<file path="src/design/rvCore_defs.svh">
// core-wide constants, included by the package and by design files that size ports from them
`ifndef RVCORE_DEFS_SVH
`define RVCORE_DEFS_SVH

// datapath width in bits
`define XLEN 32

`define IMEM_DEPTH 64 // instruction words in local memory

// first fetch address after reset or restart
`define RESET_PC 32'h0000_0000

`endif

</file>
<file path="src/design/rvPkg.sv">
// shared types for the rv32i core, imported by the design modules
`include "rvCore_defs.svh"

package rvPkg;

    typedef logic [`XLEN-1:0] word_t; // data word
    typedef logic [31:0] instr_t;
    typedef logic [4:0] regAddr_t; // x0..x31

    // major opcode classes
    typedef enum logic [3:0] {
        LTYPE, ITYPE, AUIPC, STYPE, RTYPE, LUI, BTYPE, JALR, JTYPE, HALT, NOP
    } opCode_t;

    typedef enum logic [1:0] {ZERO, ONE, TWO, THREE} alu_sel_t; // operand mux selects
    typedef enum logic [1:0] {ADD, PASS_S1, TYPE_I, TYPE_R} aluOp_t;

    // decoded control bundle
    typedef struct packed {
        logic     jump;
        logic     jumpReg;
        logic     branch;
        logic     memRead;
        logic     memWrite;
        logic     memtoReg;
        logic     regWrite;
        alu_sel_t aluSrc1;
        alu_sel_t aluSrc2;
        aluOp_t   aluOp;
        logic     halt; // ecall / ebreak
    } ctrl_t;

    typedef struct packed {
        logic  valid;
        logic  write; // 1 = store
        word_t addr;
        word_t wdata;
    } memReq_t;

    // apb master to slave
    typedef struct packed {
        logic              psel;
        logic              penable;
        logic              pwrite;
        word_t             paddr;
        word_t             pwdata;
        logic [`XLEN/8-1:0] pstrb; // word only, all ones
    } apbReq_t;

    typedef struct packed {
        logic  pready;
        word_t prdata;
        logic  pslverr; // completes the transfer, otherwise ignored
    } apbRsp_t;

    typedef enum logic [1:0] {IDLE, SETUP, ACCESS} apbState_t;
    typedef enum logic {RUN, HALTED} coreState_t;

endpackage : rvPkg

</file>
<file path="src/design/apbMaster.sv">
// APB master for word loads and stores, one setup cycle then access until pready
`timescale 1ns/1ps

module apbMaster (
    input  logic           clk,
    input  logic           rstN,
    input  rvPkg::memReq_t req,
    output logic           done,
    output rvPkg::word_t   rdata,
    output rvPkg::apbReq_t apbReq,
    input  rvPkg::apbRsp_t apbRsp
);
    import rvPkg::*;

    apbState_t state;
    logic pwriteQ;
    word_t paddrQ;
    word_t pwdataQ;

    always_ff @(posedge clk or negedge rstN) begin
        if (!rstN) begin
            state <= IDLE;
        end else begin
            case (state)
                IDLE:   if (req.valid) state <= SETUP;
                SETUP:  state <= ACCESS; // always exactly one cycle
                ACCESS: if (apbRsp.pready) state <= IDLE; // wait states stretch here
                default: state <= IDLE;
            endcase
        end
    end

    // request latched on the way into setup
    always_ff @(posedge clk) begin
        if ((state == IDLE) && req.valid) begin
            pwriteQ <= req.write;
            paddrQ <= req.addr;
            pwdataQ <= req.wdata;
        end
    end

    always_comb begin
        apbReq.psel = (state != IDLE);
        apbReq.penable = (state == ACCESS);
        apbReq.pwrite = pwriteQ;
        apbReq.paddr = paddrQ;
        apbReq.pwdata = pwdataQ;
        apbReq.pstrb = '1; // word accesses only
    end

    assign done = (state == ACCESS) && apbRsp.pready; // pslverr still completes
    assign rdata = apbRsp.prdata; // sampled by the core on the done edge

endmodule : apbMaster

</file>
<file path="config.mk">
export PLATFORM = sky130hd
export DESIGN_NAME = apbMaster
export DESIGN_NICKNAME = d
export VERILOG_FILES = /design/src/design/rvPkg.sv /design/src/design/apbMaster.sv
export VERILOG_INCLUDE_DIRS = /design/src /design/src/design
export SDC_FILE = /design/constraint.sdc
export NUM_CORES = 1
export LEC_CHECK = 0
export ABC_AREA = 1
export BUFFER_PORTS_ARGS = -buffer_cell sky130_fd_sc_hd__buf_4
export CAP_MARGIN = 0
export CORE_MARGIN = 3
export CORE_UTILIZATION = 30
export DETAILED_ROUTE_END_ITERATION = 10
export PLACE_DENSITY = 0.65
export SLEW_MARGIN = 20
export SYNTH_ARGS = -nofsm -noshare
export SYNTH_HDL_FRONTEND = slang
export SYNTH_SLANG_ARGS = --single-unit
</file>
<file path="constraint.sdc">
create_clock -name clk -period 3.8 [get_ports clk]
set_clock_uncertainty 0.1 [all_clocks]
set_input_delay 0.19 -clock clk [delete_from_list [all_inputs] [get_ports clk]]
set_output_delay 0.19 -clock clk [all_outputs]
set_load 0.02 [all_outputs]
</file>
== Word level (Yosys, flattened, before mapping) ==
Cells that the tools add are included.

* Shifts and indexed selects: 0
* Order comparisons: 0
* Bitwise logic cells: 0
* Multiplexer cells: 3
* Reductions and logical operators: 5
* Div/mod/pow operators: 0
* Multiply operators: 0
* Equality and inequality tests: 4
* Add/subtract/negate cells: 0

{| class="wikitable"
|+ Operator list
! kind !! count
|-
| $pmux W2 S3 || 1
|-
| $mux W2 || 2
|-
| $eq A2 B1 Y1 const B || 1
|-
| $eq A2 B2 Y1 const B || 1
|-
| $logic_and A1 B1 Y1 || 2
|-
| $logic_not A2 Y1 || 1
|-
| $ne A2 B1 Y1 const B || 1
|-
| $ne A2 B2 Y1 const B || 1
|-
| $reduce_and A2 Y1 || 1
|-
| $reduce_bool A2 Y1 || 1
|}

* Latch bits: 0
* Word-level logic and storage cells: 16
* Bits in writable memories: 0
* Output and inout bits: 104
* Memories: 0
* Bits in read-only memories: 0
* Input port bits: 102
* Register bits after elaboration: 67

== Logic depth before layout (Yosys ltp) ==
* Word-level depth: 3
* Gate-level depth with buffers: 3
* Mapped depth without buffers: 3

== Least setup slack after synthesis ==
OpenSTA, ideal clock, no wires.

* Kind: register to register
* From: reg state[1]
* To: reg paddrQ[0] (enable)
* Stages on the path, launching flop included: 4
* Library setup time: 0.488 ns
* Slack: -0.081 ns
* Arrival: 3.292 ns
* Required time: 3.212 ns
* Path buffers: 0
* Period minus slack after synthesis: 3.881 ns
* Cells stage by stage: dfrtp_1 -> inv_2 -> nand2_2 -> nor2_1

* Cells in the longest elaborated chain, start to end: 2

{| class="wikitable"
|+ RTL lines
! what !! line !! text
|-
| start: declaration || apbMaster.sv:15 || <nowiki>apbState_t state;</nowiki>
|-
| start signal: assignment || apbMaster.sv:22 || <nowiki>state <= IDLE;</nowiki>
|-
| start signal: assignment || apbMaster.sv:25 || <nowiki>IDLE: if (req.valid) state <= SETUP;</nowiki>
|-
| start signal: assignment || apbMaster.sv:26 || <nowiki>SETUP: state <= ACCESS;</nowiki>
|-
| $logic_not A2 Y1 || apbMaster.sv:35 || <nowiki>if ((state == IDLE) && req.valid) begin</nowiki>
|-
| $logic_and A1 B1 Y1 || apbMaster.sv:35 ||
|-
| end signal: assignment || apbMaster.sv:37 || <nowiki>paddrQ <= req.addr;</nowiki>
|-
| end: declaration || apbMaster.sv:17 || <nowiki>word_t paddrQ;</nowiki>
|}

Every way passes these cells.
A chain may end at the register's enable or synchronous reset.

== Worst setup path in the final report ==
* From: reg state[1]
* To: reg paddrQ[27] (enable)

The elaborated chain is that of the path after synthesis.

==> parameters.txt <==
Parameter                              Value

Placed design
  Setup WS pre-CTS ... around 1800 ps
  Estimated wirelength of the detail-placed design ... 3.696 mm
  Port-buffer cells ... 136
  Final weighted congestion in routability-driven placement ... 0.6550

Setup path
  CP max FO ... 35
  Slack of the worst reg-to-reg path ... around 1800 ps
  Critical Path Sink Type ... flip-flop
  Req. time, crit path ... 3720 ps
  Critical setup path kind ... reg -> reg
  Data arrival time of the critical path ... around 1900 ps
  R2r worst-path depth ... 4
  Type of origin of the critical path ... flip-flop
  Startpoint of the worst register-to-register path ... state[1]
  Reg-to-reg critical path endpoint ... paddrQ[27]

Finish
  Layout Area Growth over Synthesis ... 74.29%
  Fillcell total ... between 500 and 600
  Proportion of layout cells with a drive suffix above 1 ... 51.49%
  Core occupancy in the finished layout ... 54.96%
  Diodes inserted ... 0
  Final-stage net count ... 400

STA
  Pins over their slew limit ... 0
  Total negative slack for setup checks ... 0 ps
  Max Clock Freq ... just over 500 MHz
  RSZ-0062 raised after global routing ... no
  Count of endpoints failing setup in the final report ... 0
  Post-route fraction of the period consumed by the critical path ... 51.96%
  Hold violation total from the final report ... 0
  Worst max-slew margin expressed relative to the limit ... 39.62%
  Worst-margin pin slew ... 903.6 ps
  Worst setup slack after layout ... 1825 ps
  Final critical path time including I/O delays and setup ... 1975 ps

CTS
  Deepest level of the CTS H-tree ... 3
  CTS Sinks ... 67
  Clock network latency to the later pin of the worst-skew pair ... approximately 330 ps
  CTS Buf Count ... 9
  Maximum clock insertion buffer count ... 2
  Post-CTS repair timing setup buffer count ... 0
  Clk slew on worst S/H paths ... 70 ps
  Cell chosen for the clock root ... sky130_fd_sc_hd__clkbuf_8
  CTS tree ... done

Power and ir drop
  Largest vdd supply drop ... between 0.0002 and 0.0003 V
  Cell leakage power ... 1.713 nW
  Power per cell area ... 537.0 nW/um^2

Hold path
  Path type of the worst min-delay path ... in -> reg
  Start point of the worst min-delay path ... req[65]
  End of the worst hold path ... state[0]
  Number of instances on the worst hold path ... 3

Synthesis
  Synth Instances ... ~120
  Number of synthesized register bits ... 67
  Mean cell area of the mapped netlist ... 19.80 um^2
  Area of the mapped netlist ... 2336 um^2
  Yosys warning total ... 0
  Netlist cell types ... 10
  Part of the Yosys area used for sequential elements ... 85.70%

Drt
  Drt total wl ... 5.550 mm
  Starting DRT DRC Count ... 48
  Via-to-Cell Ratio ... 3.900
  Initial DRT Pass Iterations ... 4
  Via total after detailed routing ... 1568
  Wire length per cell after detailed routing ... 13.81 um
  Remaining routing DRC violations ... 0
  Count of antenna-violating nets left after detailed routing ... 0

Global route
  Overflow left after global routing ... 0
  All-layer global routing usage ... between 10% and 20%
  Initial antenna violation count ... 0
  Vias in the first global route ... 1627
  First-pass GRT wire length ... 7.879 mm
  Pin count of the biggest net entering global routing ... 36

Die
  Site row count ... 31
  Total die area ... between 8000 and 9000 um^2
  Initial core utilization ... 31.53%
  Core ar. ... between 7000 and 8000 um^2
  Die Y-Extent ... between 90 and 100 um
  Width of the chip ... 94.24 um
  Top-level port count ... ~210

Job
  Max-cap violations ... 0

Run status
  Result of the run ... completed
## layout make-up
class | count | area (um^2) | area share, %
flip-flops and latches | 67 | 2002 | 49.17
repair buffers | 203 | 1702 | 41.79
clock buffers | 9 | 123.9 | 3.042
well taps | 99 | 123.9 | 3.042
multi-input cells | 12 | 56.30 | 1.383
clock inverters | 7 | 45.04 | 1.106
inverters | 5 | 18.77 | 0.4610
## logic make-up after synthesis
family,count (synthesis),synth area share [%]
DFF,67,85.70
other,1,0.1605
and+or+nand+nor,8,1.446
buffers and inverters,42,12.69
## power by group
part           internal, mW  leakage (nW)  total (mW)  switching, mW
logic                 0.278         0.997       0.644          0.366
registers              1.00         0.637        1.04         0.0424
clock network         0.233        0.0787       0.498          0.265
## what timing repair did
action / CTS / global route
hold buffers: 66 / 0
gates resized for setup: 0 / 0
endpoints found under the hold margin: 67 / 0
## stage by stage
step	cells	power (mW)	hold WS [ps]	instance area, um^2
final	402	2.186	29.26	4071
after global routing	402	2.298	36.21	4071
after CTS	402	2.215	11.92	4071
after detailed placement	320	1.657	-124.5	3242
after global placement	320	1.648	-127.2	3242
after floorplan	121	1.400	-205.6	2350
## registers in the layout, indices dropped and copies added, names as in the netlist
| signal | count |
|---|---|
| pwdataQ | 32 |
| pwriteQ | 1 |
| state | 2 |
| paddrQ | 32 |
## worst max-delay path, cell delays in order, from the launching register on
cell and delay (ps):
sky130_fd_sc_hd__dfrtp_1 400, sky130_fd_sc_hd__inv_2 70, sky130_fd_sc_hd__nand2_2 80, sky130_fd_sc_hd__nor2_4 690
sky130_fd_sc_hd__buf_12 300
## cell usage after synthesis
library cell | number | share of area (%)
sky130_fd_sc_hd__dfrtp_1 | 2 | 2.1
sky130_fd_sc_hd__inv_2 | 2 | 0.32
sky130_fd_sc_hd__nor2_1 | 3 | 0.48
sky130_fd_sc_hd__conb_1 | 1 | 0.16
sky130_fd_sc_hd__inv_1 | 3 | 0.48
sky130_fd_sc_hd__nand2_1 | 3 | 0.48
sky130_fd_sc_hd__buf_4 | 37 | 12
sky130_fd_sc_hd__nand3_1 | 1 | 0.21
sky130_fd_sc_hd__nand2_2 | 1 | 0.27
sky130_fd_sc_hd__edfxtp_1 | 65 | 84
## routing by layer
layer / global-route usage (%) / share of wire [%] / up-vias
li1: - / - / 738
met1: 12.35 / 35 / 715
met2: 20.27 / 53 / 97
met3: 5.849 / 11 / 18
met4: 6.619 / 1.5 / 0
met5: 0 / 0 / -
## worst max path at each step
stage,end,cells after the start,start
floorplan,paddrQ[0],3,state[1]
CTS,paddrQ[27],4,state[1]
global route,paddrQ[16],4,state[1]
global placement,pwdataQ[26],4,state[1]
finish,paddrQ[27],4,state[1]
detailed placement,paddrQ[27],4,state[1]
## cells in the final DEF, fill, tap and decap left out
| cell | netlist | final |
|---|---|---|
| sky130_fd_sc_hd__buf_4 | 37 | 136 |
| sky130_fd_sc_hd__dlygate4sd3_1 | 0 | 66 |
| sky130_fd_sc_hd__edfxtp_1 | 65 | 65 |
| sky130_fd_sc_hd__clkbuf_8 | 0 | 9 |
| sky130_fd_sc_hd__conb_1 | 1 | 4 |
| sky130_fd_sc_hd__inv_1 | 3 | 3 |
| sky130_fd_sc_hd__nand2_1 | 3 | 3 |
| sky130_fd_sc_hd__clkinvlp_4 | 0 | 3 |
| sky130_fd_sc_hd__inv_2 | 2 | 2 |
| sky130_fd_sc_hd__nor2_1 | 3 | 2 |
| sky130_fd_sc_hd__clkinv_2 | 0 | 2 |
| sky130_fd_sc_hd__dfrtp_1 | 2 | 2 |
| sky130_fd_sc_hd__nand2_2 | 1 | 1 |
| sky130_fd_sc_hd__nor2_4 | 0 | 1 |
| sky130_fd_sc_hd__nand3_1 | 1 | 1 |
| sky130_fd_sc_hd__clkinv_4 | 0 | 1 |
| sky130_fd_sc_hd__clkinv_1 | 0 | 1 |
| sky130_fd_sc_hd__buf_12 | 0 | 1 |
Power figures use the tool's default switching activity.
