--- config.mk ---
export PLATFORM = sky130hd
export DESIGN_NAME = immGen
export DESIGN_NICKNAME = d
export VERILOG_FILES = /design/src/design/rvPkg.sv /design/src/design/immGen.sv
export VERILOG_INCLUDE_DIRS = /design/src /design/src/design
export SDC_FILE = /design/constraint.sdc
export NUM_CORES = 1
export LEC_CHECK = 0
export BUFFER_PORTS_ARGS = -buffer_cell sky130_fd_sc_hd__buf_2
export CORE_MARGIN = 4
export CORE_UTILIZATION = 30
export DETAILED_ROUTE_END_ITERATION = 8
export PLACE_DENSITY = 0.85
export SYNTH_ARGS = -nofsm -noshare
export SYNTH_HDL_FRONTEND = slang
export SYNTH_SLANG_ARGS = --single-unit
--- constraint.sdc ---
create_clock -name vclk -period 1.1
set_input_delay 0 -clock vclk [all_inputs]
set_output_delay 0 -clock vclk [all_outputs]
set_load 0.02 [all_outputs]
--- src/design/rvCore_defs.svh ---
// core-wide constants, included by the package and by design files that size ports from them
`ifndef RVCORE_DEFS_SVH
`define RVCORE_DEFS_SVH

// datapath width in bits
`define XLEN 32

`define IMEM_DEPTH 64 // instruction words in local memory

// first fetch address after reset or restart
`define RESET_PC 32'h0000_0000

`endif

--- src/design/rvPkg.sv ---
// shared types for the rv32i core, imported by the design modules
`include "rvCore_defs.svh"

package rvPkg;

    typedef logic [`XLEN-1:0] word_t; // data word
    typedef logic [31:0] instr_t;
    typedef logic [4:0] regAddr_t; // x0..x31

    // major opcode classes
    typedef enum logic [3:0] {
        LTYPE, ITYPE, AUIPC, STYPE, RTYPE, LUI, BTYPE, JALR, JTYPE, HALT, NOP
    } opCode_t;

    typedef enum logic [1:0] {ZERO, ONE, TWO, THREE} alu_sel_t; // operand mux selects
    typedef enum logic [1:0] {ADD, PASS_S1, TYPE_I, TYPE_R} aluOp_t;

    // decoded control bundle
    typedef struct packed {
        logic     jump;
        logic     jumpReg;
        logic     branch;
        logic     memRead;
        logic     memWrite;
        logic     memtoReg;
        logic     regWrite;
        alu_sel_t aluSrc1;
        alu_sel_t aluSrc2;
        aluOp_t   aluOp;
        logic     halt; // ecall / ebreak
    } ctrl_t;

    typedef struct packed {
        logic  valid;
        logic  write; // 1 = store
        word_t addr;
        word_t wdata;
    } memReq_t;

    // apb master to slave
    typedef struct packed {
        logic              psel;
        logic              penable;
        logic              pwrite;
        word_t             paddr;
        word_t             pwdata;
        logic [`XLEN/8-1:0] pstrb; // word only, all ones
    } apbReq_t;

    typedef struct packed {
        logic  pready;
        word_t prdata;
        logic  pslverr; // completes the transfer, otherwise ignored
    } apbRsp_t;

    typedef enum logic [1:0] {IDLE, SETUP, ACCESS} apbState_t;
    typedef enum logic {RUN, HALTED} coreState_t;

endpackage : rvPkg

--- src/design/immGen.sv ---
// immediate generator, extracts and sign-extends the immediate of the fetched instruction
`timescale 1ns/1ps
`include "rvCore_defs.svh"

module immGen (
    input  rvPkg::instr_t instr,
    output rvPkg::word_t  imm
);

    logic signBit;

    assign signBit = instr[31]; // all formats sign from bit 31

    // format picked from opcode[6:2]
    always_comb begin
        case (instr[6:2])
            5'b01000: begin // store
                imm = {{(`XLEN-12){signBit}}, instr[31:25], instr[11:7]};
            end
            5'b11000: begin // branch, offset in halfwords
                imm = {{(`XLEN-13){signBit}}, instr[31], instr[7], instr[30:25],
                       instr[11:8], 1'b0};
            end
            5'b01101, 5'b00101: begin // lui, auipc
                imm = {{(`XLEN-32){signBit}}, instr[31:12], 12'b0};
            end
            5'b11011: begin // jal
                imm = {{(`XLEN-21){signBit}}, instr[31], instr[19:12], instr[20],
                       instr[30:21], 1'b0};
            end
            default: begin
                // loads, op-imm, jalr, system
                imm = {{(`XLEN-12){signBit}}, instr[31:20]};
            end
        endcase
    end

endmodule : immGen

Word-level counts from Yosys, hierarchy flattened
Cells that the tools add are included.
{ "op_classes": {"n_addsub": 0, "n_mul": 0, "n_div": 0, "magnitude_cmp": 0, "eq_ne": 5, "shifts": 0, "muxes": 1, "n_bitwise": 0, "reduce_logical": 1} }
{ "ops": {"columns": ["operator", "count"], "rows": [
  ["31-bit case mux with 4 select lines", 1],
  ["5-bit by 4-bit equality test with 1-bit output (second input constant)", 2],
  ["5-bit equality test (second input constant)", 2],
  ["5-bit by 3-bit equality test with 1-bit output (second input constant)", 1],
  ["2-bit OR reduction", 1]
]} }
{ "word_totals": {"regBits": 0, "latchBits": 0, "ramBits": 0, "mem_bits_ro": 0, "input_bits": 32, "output_inout_bits": 32, "mem_count": 0} }

Depth between registers and ports, before layout
Gate-level depths: netlist of the first run.
{ "depth": {"word_depth": 3, "ltp_mapped": 5, "mapped_depth_nobuf": 3} }

Least setup slack after synthesis of the first run
No wires, ideal clock.
{ "synth_timing": {"path_kind": "input port to output port", "startpoint": "in instr[6]", "endpoint": "out imm[0]", "arrival_time_ps": 1080, "t_required_ps": 1100, "slack_ps": 20, "cell_stages": 4, "path_buffers": 1, "path_cell_list": "and4b_1 > o21a_1 > buf_2 > o21ai_0"} }
{ "synth_via": {"elab_chain_len": 3} }
{ "synth_lines": {"columns": ["item", "line", "source"], "rows": [
  ["start: declaration", "immGen.sv:6", "input rvPkg::instr_t instr,"],
  ["5-bit by 4-bit equality test with 1-bit output / 5-bit by 3-bit equality test with 1-bit output (equally long branches)", "immGen.sv:16", "case (instr[6:2])"],
  ["2-bit OR reduction", "immGen.sv:16", null],
  ["31-bit case mux with 4 select lines *", "immGen.sv:16", null],
  ["end: declaration", "immGen.sv:7", "output rvPkg::word_t imm"]
]} }
Mark *: on every way between the ends. The rest lies on a longest branch, timed or not.

Final worst setup path of the first run
{ "layout_timing": {"startpoint": "in instr[6]", "endpoint": "out imm[15]"} }
Same word-level chain as after synthesis.

==> results.yml, run 1 <==
sta:
  max_slew_margin_pct: 83.9
  post-route-period-util_pct: 102
  maxSlewViolCount: 0
  worstMarginPinSlew_ns: 0.241
  final-setup-viol-count: 3
  max_freq_mhz: 891
  hold_ws_ns: 0.256
  finalHoldViolCount: 0
  fin_ws_ns: -0.0221
  fin_crit_ns: 1.12
  rsz0062_at_grt: "yes"
critical_path:
  slowest_delay_ns: 0.25
  crit_chain: "buf_6 -> and4b_1 -> buf_6 -> a211oi_4 -> buf_6 -> a21o_1 -> buf_4"
  critPathTopFamily: "buffers and inverters"
  required_ns: 1.10
  worstSetupEndpointType: "output port"
  arrival_ns: 1.12
  crit_buf_inv: 4
  crit_path_frequent_cell: "buf_6"
  slowest_stage: "a211oi_4"
  startpoint_type: "input port"
  path_class: "in -> out"
  cp_max_fo: 8
final_layout:
  drive_gt1_share_pct: 60.0
  regArea_um2: 0
  seq_cell_count: 0
  antenna_cells: 0
  num-fill-cells: 91
  clockBufferCount: 0
  syn2layout_area_growth_pct: 121
  fin_nets: 164
  multi_input_area_um2: 398
  design_area_um2: 875
power:
  power.total_uw: 439
  power_density_nw_per_um2: 502
  p_switching_uw: 237
  intPower_uw: 203
  power_frac_seq_pct: 0
  power.leakage_nw: 0.525
  p_comb_share_pct: 100.0
  pwr-share-clk_pct: 0
  vdd_drop_max_v: 0.000249
  sw_frac_of_total_pct: 53.9
placement:
  io_buffers: 62
  post_dp_cell_area_um2: 766
  place_worst_setup_slack_ns: -0.0434
  place.gp.congestion: 0.810
drt:
  avgRoutedWirePerCell_um: 12.9
  drtPass1Iterations: 4
  first_iter_violations: 9
  wirelength_um: 1850
  ant_nets: 0
  drc: 0
  vias_per_cell: 4.88
  vias: 702
run:
  cap_violations: 0
logic_synthesis:
  ys_top_cells_by_area: "nand2_1 21%, a21o_1 17%, nor2b_1 9.5%"
  synthCells: 63
  syn_area_um2: 397
  synth.most_common_cell: "nand2_1"
  ys_types: 20
  ys_top_cells_by_count: "22 x nand2_1, 9 x a21o_1, 6 x nor2b_1, 4 x a22o_1"
  ys_warn_count: 0
  synth_top_cell_by_area: "nand2_1"
  ys_seq_area_share_pct: 0
  synthesis.nets: 95
  yosysTopAreaCellShare_pct: 20.8
  avgSynthCellArea_um2: 6.30
cts:
  postCtsHoldBufs: 0
grt:
  use_met2_pct: 31.4
  grtUsageMet1_pct: 19.3
  antenna_found_initial: 0
  grt_max_degree: 18
  grt-ovfl-total: 0
  grt_pass1_wl_um: 2500
  grt.total_usage_pct: 15.7
  grt_pass1_vias: 592
  grt.busiest_layer: "met2"
  grtUsageMet3_pct: 0.407
die:
  ios: 64
  core_area_um2: 1170
  die_w_um: 44.4
  die_area_um2: 1970
  std_cell_rows: 12
  die_y_um: 44.4
  initial_core_util_pct: 33.9
outcome:
  status: "finished with violations"
  violations: "setup timing"
hold_path:
  hold_class: "in -> out"
-- layer usage --
layer	wire length, um	share of wire [%]	vias to the layer above
li1	-	-	355
met5	0	0	-
met4	0	0	0
met1	695	37	309
met2	1010	54	38
met3	150	8.1	0
-- per-stage QoR --
stage                     setup TNS (ns)  utilization [%]  cells
final                            -0.0292             74.7    144
after global routing              -0.216             74.7    144
after CTS                              0             66.1    144
after detailed placement          -0.267             65.4    143
after global placement           -0.0104             65.4    143
after floorplan                        0                -     63
-- power by group through the flow --
stage	Combinational [mW]	Clock, mW	Sequential [mW]
floorplan	0.211	0	0
global placement	0.376	0	0
detailed placement	0.382	0	0
CTS	0.387	0	0
global route	0.467	0	0
finish	0.439	0	0
-- cells by family (layout without fill, tap and decap cells) --
family / after synthesis / in the layout / synth area share (%)
AOI/OAI and AO/OA: 19 / 19 / 40.7
buffers and inverters: 6 / 73 / 7.57
and+or+nand+nor: 38 / 38 / 51.7
-- timing repair --
action                     CTS  global route
pin swaps                    1             5
resized for setup            1            26
setup endpoints to repair    9            13
setup buffers                1             0
-- placed cells by master, fill, tap and decap left out, drive strengths merged --
master,n
buf,72
nand2,22
a21o,9
nor2b,6
a22o,4
o21ai,3
nand3b,2
nand3,2
and4b,1
nor3b,1
o21a,1
and4bb,1
inv,1
a211oi,1
nor4b,1
or3b,1
and2,1
o311ai,1
-- worst paths after layout --
path	start	to	cells after the start
worst min-delay path	instr[31]	imm[31]	2
worst max-delay path	instr[6]	imm[15]	7
-- area by class of cell --
type / count / share of cell area [%]
timing repair buffer: 72 / 52.1
multi-input combinational: 57 / 45.5
tap: 14 / 2.00
inverter: 1 / 0.429
No activity file was read; power rests on OpenSTA's default activity.
==> run 2, diff against run 1 <==
clock period = 1.2 ns   (was 1.1 ns; I/O delays follow)
==> run 2 against run 1 <==
Net effect: the flow now finishes without violations; global-route usage grew 0.76 points; final area shrank 12%; largest cell class is now multi-input combinational cells; wire length shrank 4.5%; highest routed layer unchanged; hold slack gained 0.0057 ns; utilization shrank 9.3 points; flip-flop and latch count is the same.
==> results.yml, run 2 (synthesis gave the netlist of run 1 again) <==
outcome:
  status: "finished, final reports clean"
sta:
  setup_tns_ns: 0
  finalHoldViolCount: 0
  maxSlewViolCount: 0
  rsz0062_at_grt: "no"
  hold_ws_ns: 0.262
  fin_crit_ns: 1.14
  final-setup-viol-count: 0
  max_slew_margin_pct: 73.6
  post-route-period-util_pct: 95.2
  worstMarginPinSlew_ns: 0.395
  max_freq_mhz: 875
  fin_ws_ns: 0.0571
power:
  power.total_uw: 359
  sw_frac_of_total_pct: 58.0
  power_density_nw_per_um2: 469
  power.leakage_nw: 0.476
  p_comb_share_pct: 100.0
  vdd_drop_max_v: 0.000219
  intPower_uw: 151
  pwr-share-clk_pct: 0
  power_frac_seq_pct: 0
  p_switching_uw: 208
placement:
  place.gp.congestion: 0.798
  hpwl_um: 1480
  place_worst_setup_slack_ns: -0.00569
  dp_cells: 140
  io_buffers: 62
  post_dp_cell_area_um2: 743
critical_path:
  path_class: "in -> out"
  worstSetupEndpointType: "output port"
  startpoint_type: "input port"
  arrival_ns: 1.14
  cp_max_fo: 8
  required_ns: 1.20
die:
  die_y_um: 44.4
  ios: 64
  initial_core_util_pct: 33.9
  core_area_um2: 1170
  std_cell_rows: 12
  die_area_um2: 1970
  die_w_um: 44.4
final_layout:
  final_common_cell: "buf_2"
  clockBufferCount: 0
  design_area_um2: 766
  final_cell_mix: "58 x buf_2, 22 x nand2_1, 9 x a21o_1, 9 x buf_4, 6 x nor2b_1"
  layoutNonFillerInstCount: 140
  syn2layout_area_growth_pct: 93.1
  seq_cell_count: 0
  fin_nets: 160
  drive_gt1_share_pct: 57.9
  antenna_cells: 0
  final_util_pct: 65.4
  regArea_um2: 0
grt:
  grt-ovfl-total: 0
  grt_pass1_wl_um: 2580
  grt_max_degree: 18
  grt.total_usage_pct: 16.4
  antenna_found_initial: 0
  grt_pass1_vias: 585
drt:
  drc: 0
  wirelength_um: 1770
  vias_per_cell: 4.96
  first_iter_violations: 9
  ant_nets: 0
  avgRoutedWirePerCell_um: 12.6
  drtPass1Iterations: 4
  vias: 695
cts:
  postCtsHoldBufs: 0
run:
  cap_violations: 0
hold_path:
  hold_class: "in -> out"
[run 2: path summary, 6_finish.rpt]
check       from      end  cells after the start
max     instr[3]  imm[12]                      6
min    instr[31]  imm[31]                      2
[run 2: layout make-up]
class,instances,area (um2)
Multi-Input combinational cell,57,375
Tap cell,14,17.5
Inverter,1,3.75
Timing Repair Buffer,68,369
Fill cell,110,405
[run 2: power groups by stage]
stage	combinational, mW	clock (mW)	sequential, mW
floorplan	0.194	0	0
global placement	0.338	0	0
detailed placement	0.349	0	0
CTS	0.350	0	0
global route	0.385	0	0
finish	0.359	0	0
[run 2: critical path, cell delays in order]
cell and delay (ns):
buf_2 0.12, buf_4 0.13, and4bb_1 0.25, a211oi_4 0.35, a21o_1 0.15, buf_4 0.14
[run 2: what timing repair did]
action                                  in CTS  in global routing
pin swaps                                    0                  1
resized for setup                            1                  7
endpoints found under the setup margin       1                 11
buffers inserted                             0                  0
[run 2: per-layer routing]
metal / routed length, um / share of wire (%) / GRT usage (%) / vias up
met5: 0 / 0 / 0 / -
li1: - / - / - / 348
met4: 0 / 0 / 0 / 0
met3: 140 / 7.9 / 0.407 / 0
met2: 963 / 54 / 33.1 / 30
met1: 667 / 38 / 20.0 / 317
==> run 3, diff against run 2 <==
RECOVER_POWER = 100   (was unset)
==> run 3 against run 2 <==
Net effect: worst setup slack got worse by 0.0018 ns; wire length decreased by 0.11%; non-clock buffer count did not move; global-route usage unchanged; hold slack gained 0.017 ns; cell count unchanged; sequential share of layout area did not move; largest power group unchanged.
==> results.yml, run 3 (synthesis gave the netlist of run 1 again) <==
placement:
  place.gp.congestion: 0.798
  place_worst_setup_slack_ns: -0.00569
  io_buffers: 62
  hpwl_um: 1480
  dp_cells: 140
  post_dp_cell_area_um2: 743
final_layout:
  final_util_pct: 64.4
  final_common_cell: "buf_2"
  clockBufferCount: 0
  antenna_cells: 0
  final_cell_mix: "35 x buf_2, 22 x nand2_1, 17 x clkbuf_2"
  layoutNonFillerInstCount: 140
  syn2layout_area_growth_pct: 90.2
  design_area_um2: 754
  seq_cell_count: 0
  regArea_um2: 0
  drive_gt1_share_pct: 52.4
  fin_nets: 160
critical_path:
  crit_buf_inv: 3
  arrival_ns: 1.14
  slowest_stage: "a211oi_4"
  path_class: "in -> out"
  slowest_delay_ns: 0.35
  crit_path_frequent_cell: "buf_4"
  crit_chain: "buf_2 -> buf_4 -> and4bb_1 -> a211oi_4 -> a21o_1 -> buf_4"
  critPathTopFamily: "compound AO/OA/AOI/OAI gates"
  required_ns: 1.20
  cp_max_fo: 8
  worstSetupEndpointType: "output port"
  startpoint_type: "input port"
power:
  sw_frac_of_total_pct: 59.3
  pwr-share-clk_pct: 0
  vdd_drop_max_v: 0.000218
  power_density_nw_per_um2: 470
  power_frac_seq_pct: 0
  p_switching_uw: 210
  p_comb_share_pct: 100.0
  power.leakage_nw: 0.458
  power.total_uw: 354
  intPower_uw: 144
sta:
  post-route-period-util_pct: 95.4
  fin_crit_ns: 1.14
  setup_tns_ns: 0
  finalHoldViolCount: 0
  maxSlewViolCount: 0
  max_freq_mhz: 874
  final-setup-viol-count: 0
  max_slew_margin_pct: 73.5
  rsz0062_at_grt: "no"
  fin_ws_ns: 0.0553
  hold_ws_ns: 0.279
  worstMarginPinSlew_ns: 0.396
drt:
  wl_met3_um: 136
  wl_met2_um: 951
  ant_nets: 0
  first_iter_violations: 10
  wirelength_um: 1770
  met1_length_um: 680
  vias: 699
  drc: 0
  avgRoutedWirePerCell_um: 12.6
  drtPass1Iterations: 4
  top_layer_used: "met3"
  vias_per_cell: 4.99
die:
  die_w_um: 44.4
  core_area_um2: 1170
  die_y_um: 44.4
  die_area_um2: 1970
  std_cell_rows: 12
  ios: 64
  initial_core_util_pct: 33.9
grt:
  grt.total_usage_pct: 16.4
  antenna_found_initial: 0
  grt_max_degree: 18
  grt-ovfl-total: 0
  grt_pass1_wl_um: 2580
  grt_pass1_vias: 585
hold_path:
  hold_class: "in -> out"
run:
  cap_violations: 0
outcome:
  status: "finished, final reports clean"
cts:
  postCtsHoldBufs: 0
-- run 3: cell count changes in the layout (fill, tap and decap cells not counted) --
cell | before | now
buf_2 | 58 | 35
buf_4 | 9 | 8
clkbuf_1 | 0 | 7
clkbuf_2 | 0 | 17
-- run 3: final timing paths --
kind       from  endpoint  cells after the start
min   instr[31]   imm[31]                      2
max    instr[3]   imm[12]                      6
-- run 3: cell type report --
| cell class | instances | area [um2] |
|---|---|---|
| tap | 14 | 17.5 |
| timing repair buffer | 68 | 358 |
| inverter | 1 | 3.75 |
| multi-input combinational | 57 | 375 |
| fill | 116 | 417 |
-- run 3: power by group through the flow --
stage / clock network [mW] / registers, mW / logic, mW
floorplan: 0 / 0 / 0.194
global placement: 0 / 0 / 0.338
finish: 0 / 0 / 0.354
global route: 0 / 0 / 0.381
CTS: 0 / 0 / 0.350
detailed placement: 0 / 0 / 0.349
-- run 3: per-layer routing --
| layer | vias up | track usage, % |
|---|---|---|
| met1 | 318 | 20.0 |
| met2 | 32 | 33.1 |
| li1 | 349 | - |
| met4 | 0 | 0 |
| met3 | 0 | 0.407 |
| met5 | - | 0 |
-- run 3: timing repair --
item | in CTS | in global routing
resized for setup | 1 | 7
buffers inserted | 0 | 0
pin swaps | 0 | 1
endpoints found under the setup margin | 1 | 11
