==> src/design/rvCore_defs.svh <==
// core-wide constants, included by the package and by design files that size ports from them
`ifndef RVCORE_DEFS_SVH
`define RVCORE_DEFS_SVH

// datapath width in bits
`define XLEN 32

`define IMEM_DEPTH 64 // instruction words in local memory

// first fetch address after reset or restart
`define RESET_PC 32'h0000_0000

`endif

==> src/design/rvPkg.sv <==
// shared types for the rv32i core, imported by the design modules
`include "rvCore_defs.svh"

package rvPkg;

    typedef logic [`XLEN-1:0] word_t; // data word
    typedef logic [31:0] instr_t;
    typedef logic [4:0] regAddr_t; // x0..x31

    // major opcode classes
    typedef enum logic [3:0] {
        LTYPE, ITYPE, AUIPC, STYPE, RTYPE, LUI, BTYPE, JALR, JTYPE, HALT, NOP
    } opCode_t;

    typedef enum logic [1:0] {ZERO, ONE, TWO, THREE} alu_sel_t; // operand mux selects
    typedef enum logic [1:0] {ADD, PASS_S1, TYPE_I, TYPE_R} aluOp_t;

    // decoded control bundle
    typedef struct packed {
        logic     jump;
        logic     jumpReg;
        logic     branch;
        logic     memRead;
        logic     memWrite;
        logic     memtoReg;
        logic     regWrite;
        alu_sel_t aluSrc1;
        alu_sel_t aluSrc2;
        aluOp_t   aluOp;
        logic     halt; // ecall / ebreak
    } ctrl_t;

    typedef struct packed {
        logic  valid;
        logic  write; // 1 = store
        word_t addr;
        word_t wdata;
    } memReq_t;

    // apb master to slave
    typedef struct packed {
        logic              psel;
        logic              penable;
        logic              pwrite;
        word_t             paddr;
        word_t             pwdata;
        logic [`XLEN/8-1:0] pstrb; // word only, all ones
    } apbReq_t;

    typedef struct packed {
        logic  pready;
        word_t prdata;
        logic  pslverr; // completes the transfer, otherwise ignored
    } apbRsp_t;

    typedef enum logic [1:0] {IDLE, SETUP, ACCESS} apbState_t;
    typedef enum logic {RUN, HALTED} coreState_t;

endpackage : rvPkg

==> src/design/controlUnit.sv <==
// main decoder, turns the major opcode into the control bundle used by the core datapath
`timescale 1ns/1ps

module controlUnit (
    input  logic [6:0]   opCode,
    input  logic         enable,
    input  logic         startProcess,
    output rvPkg::ctrl_t ctrl
);
    import rvPkg::*;

    opCode_t opClass;

    // raw opcode to class
    always_comb begin
        case (opCode)
            7'b0000011: opClass = LTYPE;
            7'b0010011: opClass = ITYPE;
            7'b0010111: opClass = AUIPC;
            7'b0100011: opClass = STYPE;
            7'b0110011: opClass = RTYPE;
            7'b0110111: opClass = LUI;
            7'b1100011: opClass = BTYPE;
            7'b1100111: opClass = JALR;
            7'b1101111: opClass = JTYPE;
            7'b1110011: opClass = HALT; // ecall, ebreak
            default:    opClass = NOP;  // fence, csr and unknowns fall through
        endcase
    end

    // class  |jmp|jReg|br|mRd|mWr|m2R|rWr|src1|src2|aluOp  |halt
    // LTYPE  | 0 | 0  |0 | 1 | 0 | 1 | 1 | 00 | 01 |ADD    | 0
    // ITYPE  | 0 | 0  |0 | 0 | 0 | 0 | 1 | 00 | 01 |TYPE_I | 0
    // AUIPC  | 0 | 0  |0 | 0 | 0 | 0 | 1 | 01 | 11 |ADD    | 0
    // STYPE  | 0 | 0  |0 | 0 | 1 | 0 | 0 | 00 | 10 |ADD    | 0
    // RTYPE  | 0 | 0  |0 | 0 | 0 | 0 | 1 | 00 | 00 |TYPE_R | 0
    // LUI    | 0 | 0  |0 | 0 | 0 | 0 | 1 | 01 | 00 |PASS_S1| 0
    // BTYPE  | 0 | 0  |1 | 0 | 0 | 0 | 0 | 00 | 00 |ADD    | 0
    // JALR   | 0 | 1  |0 | 0 | 0 | 0 | 1 | 10 | 11 |ADD    | 0
    // JTYPE  | 1 | 0  |0 | 0 | 0 | 0 | 1 | 10 | 11 |ADD    | 0
    // HALT   | 0 | 0  |0 | 0 | 0 | 0 | 0 | 00 | 00 |ADD    | 1
    always_comb begin
        ctrl = '0; // everything inactive
        ctrl.aluSrc1 = ZERO;
        ctrl.aluSrc2 = ZERO;
        ctrl.aluOp = ADD;

        if (enable && startProcess) begin
            case (opClass)
                LTYPE: begin
                    ctrl.aluSrc2 = ONE; // base + i imm
                    ctrl.memRead = 1'b1;
                    ctrl.memtoReg = 1'b1;
                    ctrl.regWrite = 1'b1;
                end
                ITYPE: begin
                    ctrl.aluSrc2 = ONE;
                    ctrl.regWrite = 1'b1;
                    ctrl.aluOp = TYPE_I;
                end
                AUIPC: begin
                    ctrl.aluSrc1 = ONE; // pc
                    ctrl.aluSrc2 = THREE; // u imm
                    ctrl.regWrite = 1'b1;
                end
                STYPE: begin
                    ctrl.aluSrc2 = TWO; // s imm
                    ctrl.memWrite = 1'b1;
                end
                RTYPE: begin
                    ctrl.regWrite = 1'b1;
                    ctrl.aluOp = TYPE_R; // funct7 matters here
                end
                LUI: begin
                    ctrl.aluSrc1 = ONE;
                    ctrl.regWrite = 1'b1;
                    ctrl.aluOp = PASS_S1;
                end
                BTYPE: ctrl.branch = 1'b1; // compare done in alu
                JALR: begin
                    ctrl.jumpReg = 1'b1;
                    ctrl.aluSrc1 = TWO;
                    ctrl.aluSrc2 = THREE; // link = pc + 4
                    ctrl.regWrite = 1'b1;
                end
                JTYPE: begin
                    ctrl.jump = 1'b1;
                    ctrl.aluSrc1 = TWO;
                    ctrl.aluSrc2 = THREE;
                    ctrl.regWrite = 1'b1;
                end
                HALT: ctrl.halt = 1'b1;
                default: begin
                end
            endcase
        end
    end

endmodule : controlUnit

==> config.mk <==
export PLATFORM = sky130hd
export DESIGN_NAME = controlUnit
export DESIGN_NICKNAME = d
export VERILOG_FILES = /design/src/design/rvPkg.sv /design/src/design/controlUnit.sv
export VERILOG_INCLUDE_DIRS = /design/src /design/src/design
export SDC_FILE = /design/constraint.sdc
export NUM_CORES = 1
export LEC_CHECK = 0
export BUFFER_PORTS_ARGS = -buffer_cell sky130_fd_sc_hd__buf_4
export CORE_AREA = 5 5 42 44
export DETAILED_ROUTE_END_ITERATION = 8
export DIE_AREA = 0 0 47 49
export SYNTH_ARGS = -nofsm -noshare
export SYNTH_HDL_FRONTEND = slang
export SYNTH_SLANG_ARGS = --single-unit
==> constraint.sdc <==
create_clock -name vclk -period 2.48
set_clock_uncertainty 0.2 [all_clocks]
set_input_delay 0.744 -clock vclk [all_inputs]
set_output_delay 0.744 -clock vclk [all_outputs]
set_load 0.005 [all_outputs]
Word level (Yosys, flattened, before mapping)
Index checks and enable logic that the tools add are counted.
{"block": "totals", "ff_bits": 0, "latchBits": 0, "ramBits": 0, "rom_bits": 0, "in_bits": 9, "output_inout_bits": 14, "wordCells": 38, "mem_count": 0}
{"block": "classes", "n_addsub": 0, "multipliers": 0, "n_div": 0, "n_lt_le_gt_ge": 0, "eq_ne": 19, "shifts": 0, "mux": 12, "bitwise": 0, "n_reduce_logical": 7}
{"operator": "$pmux W4 S10", "n": 1}
{"operator": "$eq A7 B7 Y1 const B", "n": 4}
{"operator": "$eq A7 B6 Y1 const B", "n": 3}
{"operator": "$eq A4 B3 Y1 const B", "n": 4}
{"operator": "$eq A7 B5 Y1 const B", "n": 2}
{"operator": "$mux W14", "n": 1}
{"operator": "$pmux W2 S3", "n": 2}
{"operator": "$eq A4 B2 Y1 const B", "n": 2}
{"operator": "$eq A4 B4 Y1 const B", "n": 2}
{"operator": "$eq A7 B2 Y1 const B", "n": 1}
{"operator": "$mux W1", "n": 7}
{"operator": "$reduce_or A7 Y1", "n": 1}
{"operator": "$reduce_or A2 Y1", "n": 3}
{"operator": "$eq A4 B1 Y1 const B", "n": 1}
{"operator": "$logic_not A4 Y1", "n": 1}
{"operator": "$pmux W2 S2", "n": 1}
{"operator": "$reduce_or A3 Y1", "n": 1}
{"operator": "$logic_and A1 B1 Y1", "n": 1}

Logic depth before layout (Yosys ltp)
Gate-level depths: netlist of run 1.
{"block": "depth", "depth_word": 6, "ltp_mapped": 4, "depth_no_buf": 3}

Worst setup path before layout of run 1
OpenSTA, ideal clock, no wires.
{"block": "synth_path", "path_type": "in2out", "start": "in opCode[6]", "end": "out ctrl[10] (netlist name)", "arrival_ps": 1592, "required_ps": 1536, "slack_ps": -56, "stages": 3, "path_buffers": 1, "cell_sequence": "or3_1 > nor4_1 > buf_4"}
{"item": "start, declared", "line": "controlUnit.sv:5", "text": "input logic [6:0] opCode,"}
{"item": "end, declared", "line": "controlUnit.sv:8", "text": "output rvPkg::ctrl_t ctrl"}

==> metrics.txt, run 1 <==
# TYPE chip_impl_metric gauge
chip_impl_info{name="outcome",value="finished with violations"} 1
chip_impl_info{name="failed_checks",value="negative setup slack"} 1
chip_impl_metric{name="wl_per_cell",unit="um"} 10.8
chip_impl_metric{name="antenna_found_initial",unit=""} 0
chip_impl_metric{name="syn-num-nets",unit=""} 43
chip_impl_metric{name="fmax",unit="MHz"} 381
chip_impl_metric{name="share_seq_of_total_power",unit=""} 0
chip_impl_metric{name="critPathArrivalTime",unit="ns"} 1.68
chip_impl_metric{name="grt_pass1_vias",unit=""} 303
chip_impl_info{name="synth.most_common_cell",value="sky130_fd_sc_hd__nor2_1"} 1
chip_impl_metric{name="initial_utilization",unit=""} 0.159
chip_impl_metric{name="finalHoldViolCount",unit=""} 0
chip_impl_metric{name="multi_input_area",unit="sq um"} 268
chip_impl_metric{name="antenna_left",unit=""} 0
chip_impl_metric{name="dpl.cell_count",unit=""} 75
chip_impl_metric{name="synthToLayoutAreaGrowth",unit="%"} 144
chip_impl_metric{name="fin_ws",unit="ns"} -0.144
chip_impl_metric{name="yosys_warnings",unit=""} 0
chip_impl_metric{name="fp.dieArea",unit="sq um"} 2300
chip_impl_metric{name="fp.dieH",unit="um"} 49
chip_impl_metric{name="count_of_placed_standard_cells_in_the_final_layout_fillers_left_out",unit=""} 77
chip_impl_metric{name="cell_internal_pwr",unit="uW"} 30.2
chip_impl_metric{name="dp_hpwl",unit="um"} 665
chip_impl_metric{name="layout.area.seq",unit="sq um"} 0
chip_impl_metric{name="grt_util_all_layers",unit=""} 0.0674
chip_impl_metric{name="detailroute.via_count",unit=""} 356
chip_impl_metric{name="net-switching-power",unit="uW"} 22.9
chip_impl_info{name="timing_worst_setup_path_type",value="primary input to output port"} 1
chip_impl_metric{name="pin_count_of_the_biggest_net_entering_global_routing",unit=""} 10
chip_impl_metric{name="globalplace.congestion",unit=""} 0.716
chip_impl_metric{name="p_clk_frac",unit=""} 0
chip_impl_metric{name="hold_ws",unit="ns"} 1.57
chip_impl_metric{name="p_comb_frac",unit=""} 1.000
chip_impl_metric{name="p_leak",unit="uW"} 0.000227
chip_impl_metric{name="place.port_buffers",unit=""} 23
chip_impl_metric{name="finalSetupViolCount",unit=""} 9
chip_impl_metric{name="holdBufCountCts",unit=""} 0
chip_impl_metric{name="post-route-min-period",unit="ns"} 2.62
chip_impl_info{name="grt_setup_unrepaired",value="true"} 1
chip_impl_metric{name="design.core.area",unit="sq um"} 1400
chip_impl_metric{name="grt.overflow.total",unit=""} 0
chip_impl_info{name="synthTopCellsByCount",value="sky130_fd_sc_hd__nor2_1 (5), sky130_fd_sc_hd__nor2b_1 (4), sky130_fd_sc_hd__nor3b_1 (3)"} 1
chip_impl_metric{name="totalNegativeSetupSlack",unit="ns"} -0.687
chip_impl_metric{name="synth.lib_cells_used.distinct",unit=""} 22
chip_impl_metric{name="fillerInstances",unit=""} 152
chip_impl_metric{name="power_density",unit="nW/um^2"} 97.9
chip_impl_metric{name="fin_total_pwr",unit="uW"} 53.2
chip_impl_metric{name="drc",unit=""} 0
chip_impl_metric{name="grt_first_pass_wirelength",unit="um"} 1260
chip_impl_metric{name="postSynthAreaPerCell",unit="sq um"} 6.55
chip_impl_metric{name="timing.final.max_slew_violations",unit=""} 0
chip_impl_metric{name="postSynthCellCount",unit=""} 34
chip_impl_metric{name="critPathRequiredTime",unit="ns"} 1.54
chip_impl_metric{name="post-route-util",unit=""} 0.388
chip_impl_metric{name="clockBufferCount",unit=""} 0
chip_impl_metric{name="std_cell_rows",unit=""} 14
chip_impl_metric{name="detail_route.first_pass.iterations",unit=""} 3
chip_impl_metric{name="drive_gt1_frac",unit=""} 0.721
chip_impl_metric{name="design.portCount",unit=""} 23
chip_impl_metric{name="layout.sequential_cells",unit=""} 0
chip_impl_metric{name="dr.first_iter.drc_count",unit=""} 2
chip_impl_info{name="crit_path_start_kind",value="primary input"} 1
chip_impl_metric{name="ir_worst_vdd",unit="mV"} 0.0477
chip_impl_info{name="yosys.area.top_type",value="sky130_fd_sc_hd__nor2b_1"} 1
chip_impl_metric{name="slew_worst_pin",unit="ns"} 0.268
chip_impl_metric{name="die_w",unit="um"} 47
chip_impl_metric{name="maxSlewHeadroom",unit=""} 0.821
chip_impl_metric{name="critPathMaxFanout",unit=""} 3
chip_impl_metric{name="max_cap_viol_count",unit=""} 0
chip_impl_metric{name="route.final.wire_length",unit="um"} 835
chip_impl_metric{name="synth_seq_area_share",unit=""} 0
chip_impl_metric{name="antennaDiodeCount",unit=""} 0
chip_impl_info{name="worst_setup_path_end_kind",value="output port"} 1
chip_impl_metric{name="mappedNetlistArea",unit="sq um"} 223
chip_impl_info{name="leading_cell_types_by_total_area_after_synthesis",value="sky130_fd_sc_hd__nor2b_1 (11%), sky130_fd_sc_hd__nor3b_1 (10%), sky130_fd_sc_hd__nand4_4 (9.6%)"} 1
chip_impl_metric{name="design.final.nets",unit=""} 72
chip_impl_metric{name="min_period_over_period",unit=""} 1.06
chip_impl_metric{name="post_drt_via_cell_ratio",unit=""} 4.62
chip_impl_metric{name="switching_share",unit=""} 0.431
chip_impl_metric{name="netlist.area_leader.share",unit=""} 0.112
chip_impl_info{name="worst_hold_check_path_type",value="primary input to output port"} 1
==> final cells by class <==
cell class / instances / area share
Multi-Input combinational cell: 31 / 0.493
Tap cell: 16 / 0.0369
Timing Repair Buffer: 30 / 0.470
==> worst max-delay path, stage by stage <==
cell,delay [ns]
sky130_fd_sc_hd__buf_6,0.07
sky130_fd_sc_hd__nand4_4,0.09
sky130_fd_sc_hd__or3b_4,0.40
sky130_fd_sc_hd__and4bb_1,0.26
sky130_fd_sc_hd__buf_4,0.11
==> per-layer routing <==
| layer | track usage | vias up | wire, um |
|---|---|---|---|
| li1 | - | 179 | - |
| met1 | 0.0957 | 161 | 338 |
| met2 | 0.109 | 16 | 395 |
| met3 | 0.0148 | 0 | 101 |
| met4 | 0 | 0 | 0 |
| met5 | 0 | - | 0 |
==> kinds of logic (layout without fill, tap and decap cells) <==
group                  after synthesis  in the layout  synth area share
AO/OA/AOI/OAI                        7              7             0.191
buffers and inverters                3             30            0.0730
AND/OR/NAND/NOR                     23             23             0.697
XOR/XNOR                             1              1            0.0393
==> power by group through the flow <==
| stage | Combinational, uW | Clock [uW] | Sequential, uW |
|---|---|---|---|
| finish | 53.2 | 0 | 0 |
| floorplan | 16.0 | 0 | 0 |
| global placement | 40.8 | 0 | 0 |
| detailed placement | 40.8 | 0 | 0 |
| CTS | 49.8 | 0 | 0 |
| global route | 57.7 | 0 | 0 |
==> stage by stage <==
step | setup WS [ns] | instance area [sq um]
floorplan | -0.00886 | 229
global placement | -0.179 | 443
detailed placement | -0.190 | 443
CTS | -0.143 | 509
global route | -0.181 | 543
finish | -0.144 | 543
==> layout by cell type, fill, tap and decap left out <==
master / n
sky130_fd_sc_hd__buf_4: 23
sky130_fd_sc_hd__o21ai_1: 1
sky130_fd_sc_hd__nand2_1: 2
sky130_fd_sc_hd__and4bb_1: 1
sky130_fd_sc_hd__a21oi_2: 1
sky130_fd_sc_hd__and2_1: 1
sky130_fd_sc_hd__a311oi_2: 1
sky130_fd_sc_hd__xnor2_1: 1
sky130_fd_sc_hd__nor2_4: 1
sky130_fd_sc_hd__nand4b_1: 1
sky130_fd_sc_hd__a21oi_1: 1
sky130_fd_sc_hd__nor3b_2: 2
sky130_fd_sc_hd__o22ai_1: 1
sky130_fd_sc_hd__o211ai_1: 1
sky130_fd_sc_hd__nor4_2: 1
sky130_fd_sc_hd__or3_4: 1
sky130_fd_sc_hd__buf_6: 6
sky130_fd_sc_hd__o21ai_0: 1
sky130_fd_sc_hd__nand4_4: 1
sky130_fd_sc_hd__or3b_4: 1
sky130_fd_sc_hd__buf_8: 1
sky130_fd_sc_hd__nor3_2: 1
sky130_fd_sc_hd__nor3b_1: 1
sky130_fd_sc_hd__nand2b_4: 1
sky130_fd_sc_hd__nor2_2: 1
sky130_fd_sc_hd__nor2b_2: 2
sky130_fd_sc_hd__nor2b_1: 2
sky130_fd_sc_hd__nor2_1: 3
==> path summary, 6_finish.rpt <==
path	start	end	cells after the start
min	opCode[0]	ctrl[11]	3
max	enable	ctrl[0]	5
==> repair_timing <==
item / 4_1_cts / 5_1_grt
gates cloned: 0 / 0
gates resized for setup: 15 / 7
hold endpoints to repair: 0 / 0
setup buffers: 1 / 1
pin swaps: 7 / 2
setup endpoints to repair: 10 / 13
No activity file was read; power rests on OpenSTA's default activity.
==> inputs of run 2 (changes only) <==
--- a/config.mk
+++ b/config.mk
@@ -7,9 +7,12 @@
 export NUM_CORES = 1
 export LEC_CHECK = 0
 export BUFFER_PORTS_ARGS = -buffer_cell sky130_fd_sc_hd__buf_4
+export CELL_PAD_IN_SITES_DETAIL_PLACEMENT = 0
+export CELL_PAD_IN_SITES_GLOBAL_PLACEMENT = 1
 export CORE_AREA = 5 5 42 44
 export DETAILED_ROUTE_END_ITERATION = 8
 export DIE_AREA = 0 0 47 49
+export PLACE_DENSITY = 0.69
 export SYNTH_ARGS = -nofsm -noshare
 export SYNTH_HDL_FRONTEND = slang
 export SYNTH_SLANG_ARGS = --single-unit
==> metrics.txt, run 2 (synthesis gave the netlist of run 1 again) <==
# TYPE chip_impl_metric gauge
chip_impl_info{name="worst_setup_path_end_kind",value="output port"} 1
chip_impl_metric{name="ir_worst_vdd",unit="mV"} 0.0520
chip_impl_metric{name="design.final.nets",unit=""} 77
chip_impl_metric{name="critPathMaxFanout",unit=""} 3
chip_impl_metric{name="post_drt_via_cell_ratio",unit=""} 4.56
chip_impl_metric{name="fmax",unit="MHz"} 383
chip_impl_metric{name="post-route-min-period",unit="ns"} 2.61
chip_impl_metric{name="post-route-util",unit=""} 0.438
chip_impl_metric{name="detail_route.first_pass.iterations",unit=""} 2
chip_impl_metric{name="critPathRequiredTime",unit="ns"} 1.54
chip_impl_metric{name="count_of_placed_standard_cells_in_the_final_layout_fillers_left_out",unit=""} 82
chip_impl_metric{name="maxSlewHeadroom",unit=""} 0.841
chip_impl_metric{name="fillerInstances",unit=""} 151
chip_impl_metric{name="hold_ws",unit="ns"} 1.56
chip_impl_metric{name="place.port_buffers",unit=""} 23
chip_impl_info{name="crit_family",value="simple AND/OR/NAND/NOR gates"} 1
chip_impl_metric{name="finalSetupViolCount",unit=""} 11
chip_impl_metric{name="worst_path_max_stage_delay",unit="ns"} 0.40
chip_impl_metric{name="fp.dieArea",unit="sq um"} 2300
chip_impl_metric{name="fin_total_pwr",unit="uW"} 64.4
chip_impl_metric{name="design.core.area",unit="sq um"} 1400
chip_impl_metric{name="drc",unit=""} 0
chip_impl_info{name="critPathSlowestCell",value="sky130_fd_sc_hd__or3b_4"} 1
chip_impl_metric{name="timing.final.max_slew_violations",unit=""} 0
chip_impl_info{name="worst_hold_check_path_type",value="primary input to output port"} 1
chip_impl_metric{name="p_leak",unit="uW"} 0.000266
chip_impl_info{name="worstPathCellList",value="buf_6, nand4_4, or3b_4, and4bb_1, buf_4"} 1
chip_impl_metric{name="drive_gt1_frac",unit=""} 0.712
chip_impl_info{name="grt_setup_unrepaired",value="true"} 1
chip_impl_metric{name="grt_first_pass_wirelength",unit="um"} 1420
chip_impl_metric{name="detailroute.via_count",unit=""} 374
chip_impl_metric{name="layout.area.seq",unit="sq um"} 0
chip_impl_info{name="outcome",value="finished with violations"} 1
chip_impl_metric{name="fp.dieH",unit="um"} 49
chip_impl_metric{name="totalNegativeSetupSlack",unit="ns"} -0.645
chip_impl_metric{name="max_cap_viol_count",unit=""} 0
chip_impl_metric{name="min_period_over_period",unit=""} 1.05
chip_impl_metric{name="std_cell_rows",unit=""} 14
chip_impl_metric{name="antenna_left",unit=""} 0
chip_impl_metric{name="antenna_found_initial",unit=""} 0
chip_impl_metric{name="finalHoldViolCount",unit=""} 0
chip_impl_metric{name="fin_ws",unit="ns"} -0.132
chip_impl_metric{name="power_density",unit="nW/um^2"} 105
chip_impl_metric{name="clockBufferCount",unit=""} 0
chip_impl_metric{name="critPathArrivalTime",unit="ns"} 1.67
chip_impl_metric{name="slew_worst_pin",unit="ns"} 0.237
chip_impl_metric{name="antennaDiodeCount",unit=""} 0
chip_impl_info{name="most-common-layout-cells",value="sky130_fd_sc_hd__buf_4 (25), sky130_fd_sc_hd__buf_6 (6), sky130_fd_sc_hd__nor2b_1 (4)"} 1
chip_impl_metric{name="layout.sequential_cells",unit=""} 0
chip_impl_metric{name="wl_per_cell",unit="um"} 11.0
chip_impl_metric{name="dr.first_iter.drc_count",unit=""} 1
chip_impl_metric{name="dp_hpwl",unit="um"} 700
chip_impl_metric{name="initial_utilization",unit=""} 0.159
chip_impl_metric{name="grt_util_all_layers",unit=""} 0.0751
chip_impl_metric{name="route.final.wire_length",unit="um"} 900
chip_impl_info{name="crit_path_start_kind",value="primary input"} 1
chip_impl_info{name="layout_commonest_cell",value="sky130_fd_sc_hd__buf_4"} 1
chip_impl_metric{name="die_w",unit="um"} 47
chip_impl_metric{name="synthToLayoutAreaGrowth",unit="%"} 175
chip_impl_info{name="failed_checks",value="negative setup slack"} 1
chip_impl_metric{name="critical_path.n_buffers_inverters",unit=""} 2
chip_impl_info{name="timing_worst_setup_path_type",value="primary input to output port"} 1
chip_impl_metric{name="pin_count_of_the_biggest_net_entering_global_routing",unit=""} 11
chip_impl_metric{name="globalplace.congestion",unit=""} 0.699
chip_impl_metric{name="dpl.cell_count",unit=""} 77
chip_impl_metric{name="grt.overflow.total",unit=""} 0
chip_impl_metric{name="grt_pass1_vias",unit=""} 338
chip_impl_metric{name="design.portCount",unit=""} 23
run 2: cell types whose count changed in the layout (fill, tap and decap cells not counted), sizes merged:
cell	delta
buf	+5
run 2: cell type report:
class | count | area, sq um | area share
tap | 16 | 20.0 | 0.0327
multi-input combinational | 31 | 273 | 0.445
timing repair buffer | 35 | 320 | 0.522
run 2: report_power, final:
| part | leakage, uW | switching (uW) | internal (uW) |
|---|---|---|---|
| Clock | 0 | 0 | 0 |
| Combinational | 0.000266 | 25.5 | 39.0 |
| Sequential | 0 | 0 | 0 |
| Total | 0.000266 | 25.5 | 39.0 |
run 2: stage by stage:
step / instance area, sq um / setup WS (ns)
6_report: 613 / -0.132
5_1_grt: 613 / -0.172
3_5_place_dp: 458 / -0.179
2_1_floorplan: 229 / -0.00886
3_3_place_gp: 458 / -0.175
4_1_cts: 532 / -0.137
run 2: path summary, 6_finish.rpt:
check | start | end | slack [ns] | depth (start not counted)
worst min-delay path | opCode[3] | ctrl[12] | 1.56 | 3
worst max-delay path | enable | ctrl[0] | -0.13 | 5
run 2: repair_timing:
action	in CTS	in global routing
setup buffers	1	4
resized for setup	16	10
pin swaps	7	7
setup endpoints to repair	10	13
hold buffers	0	0
run 2: metal layers:
metal | global-route usage | wire length (um) | vias up
li1 | - | - | 191
met1 | 0.111 | 353 | 171
met2 | 0.124 | 476 | 12
met3 | 0.00369 | 69 | 0
met4 | 0 | 0 | 0
met5 | 0 | 0 | -
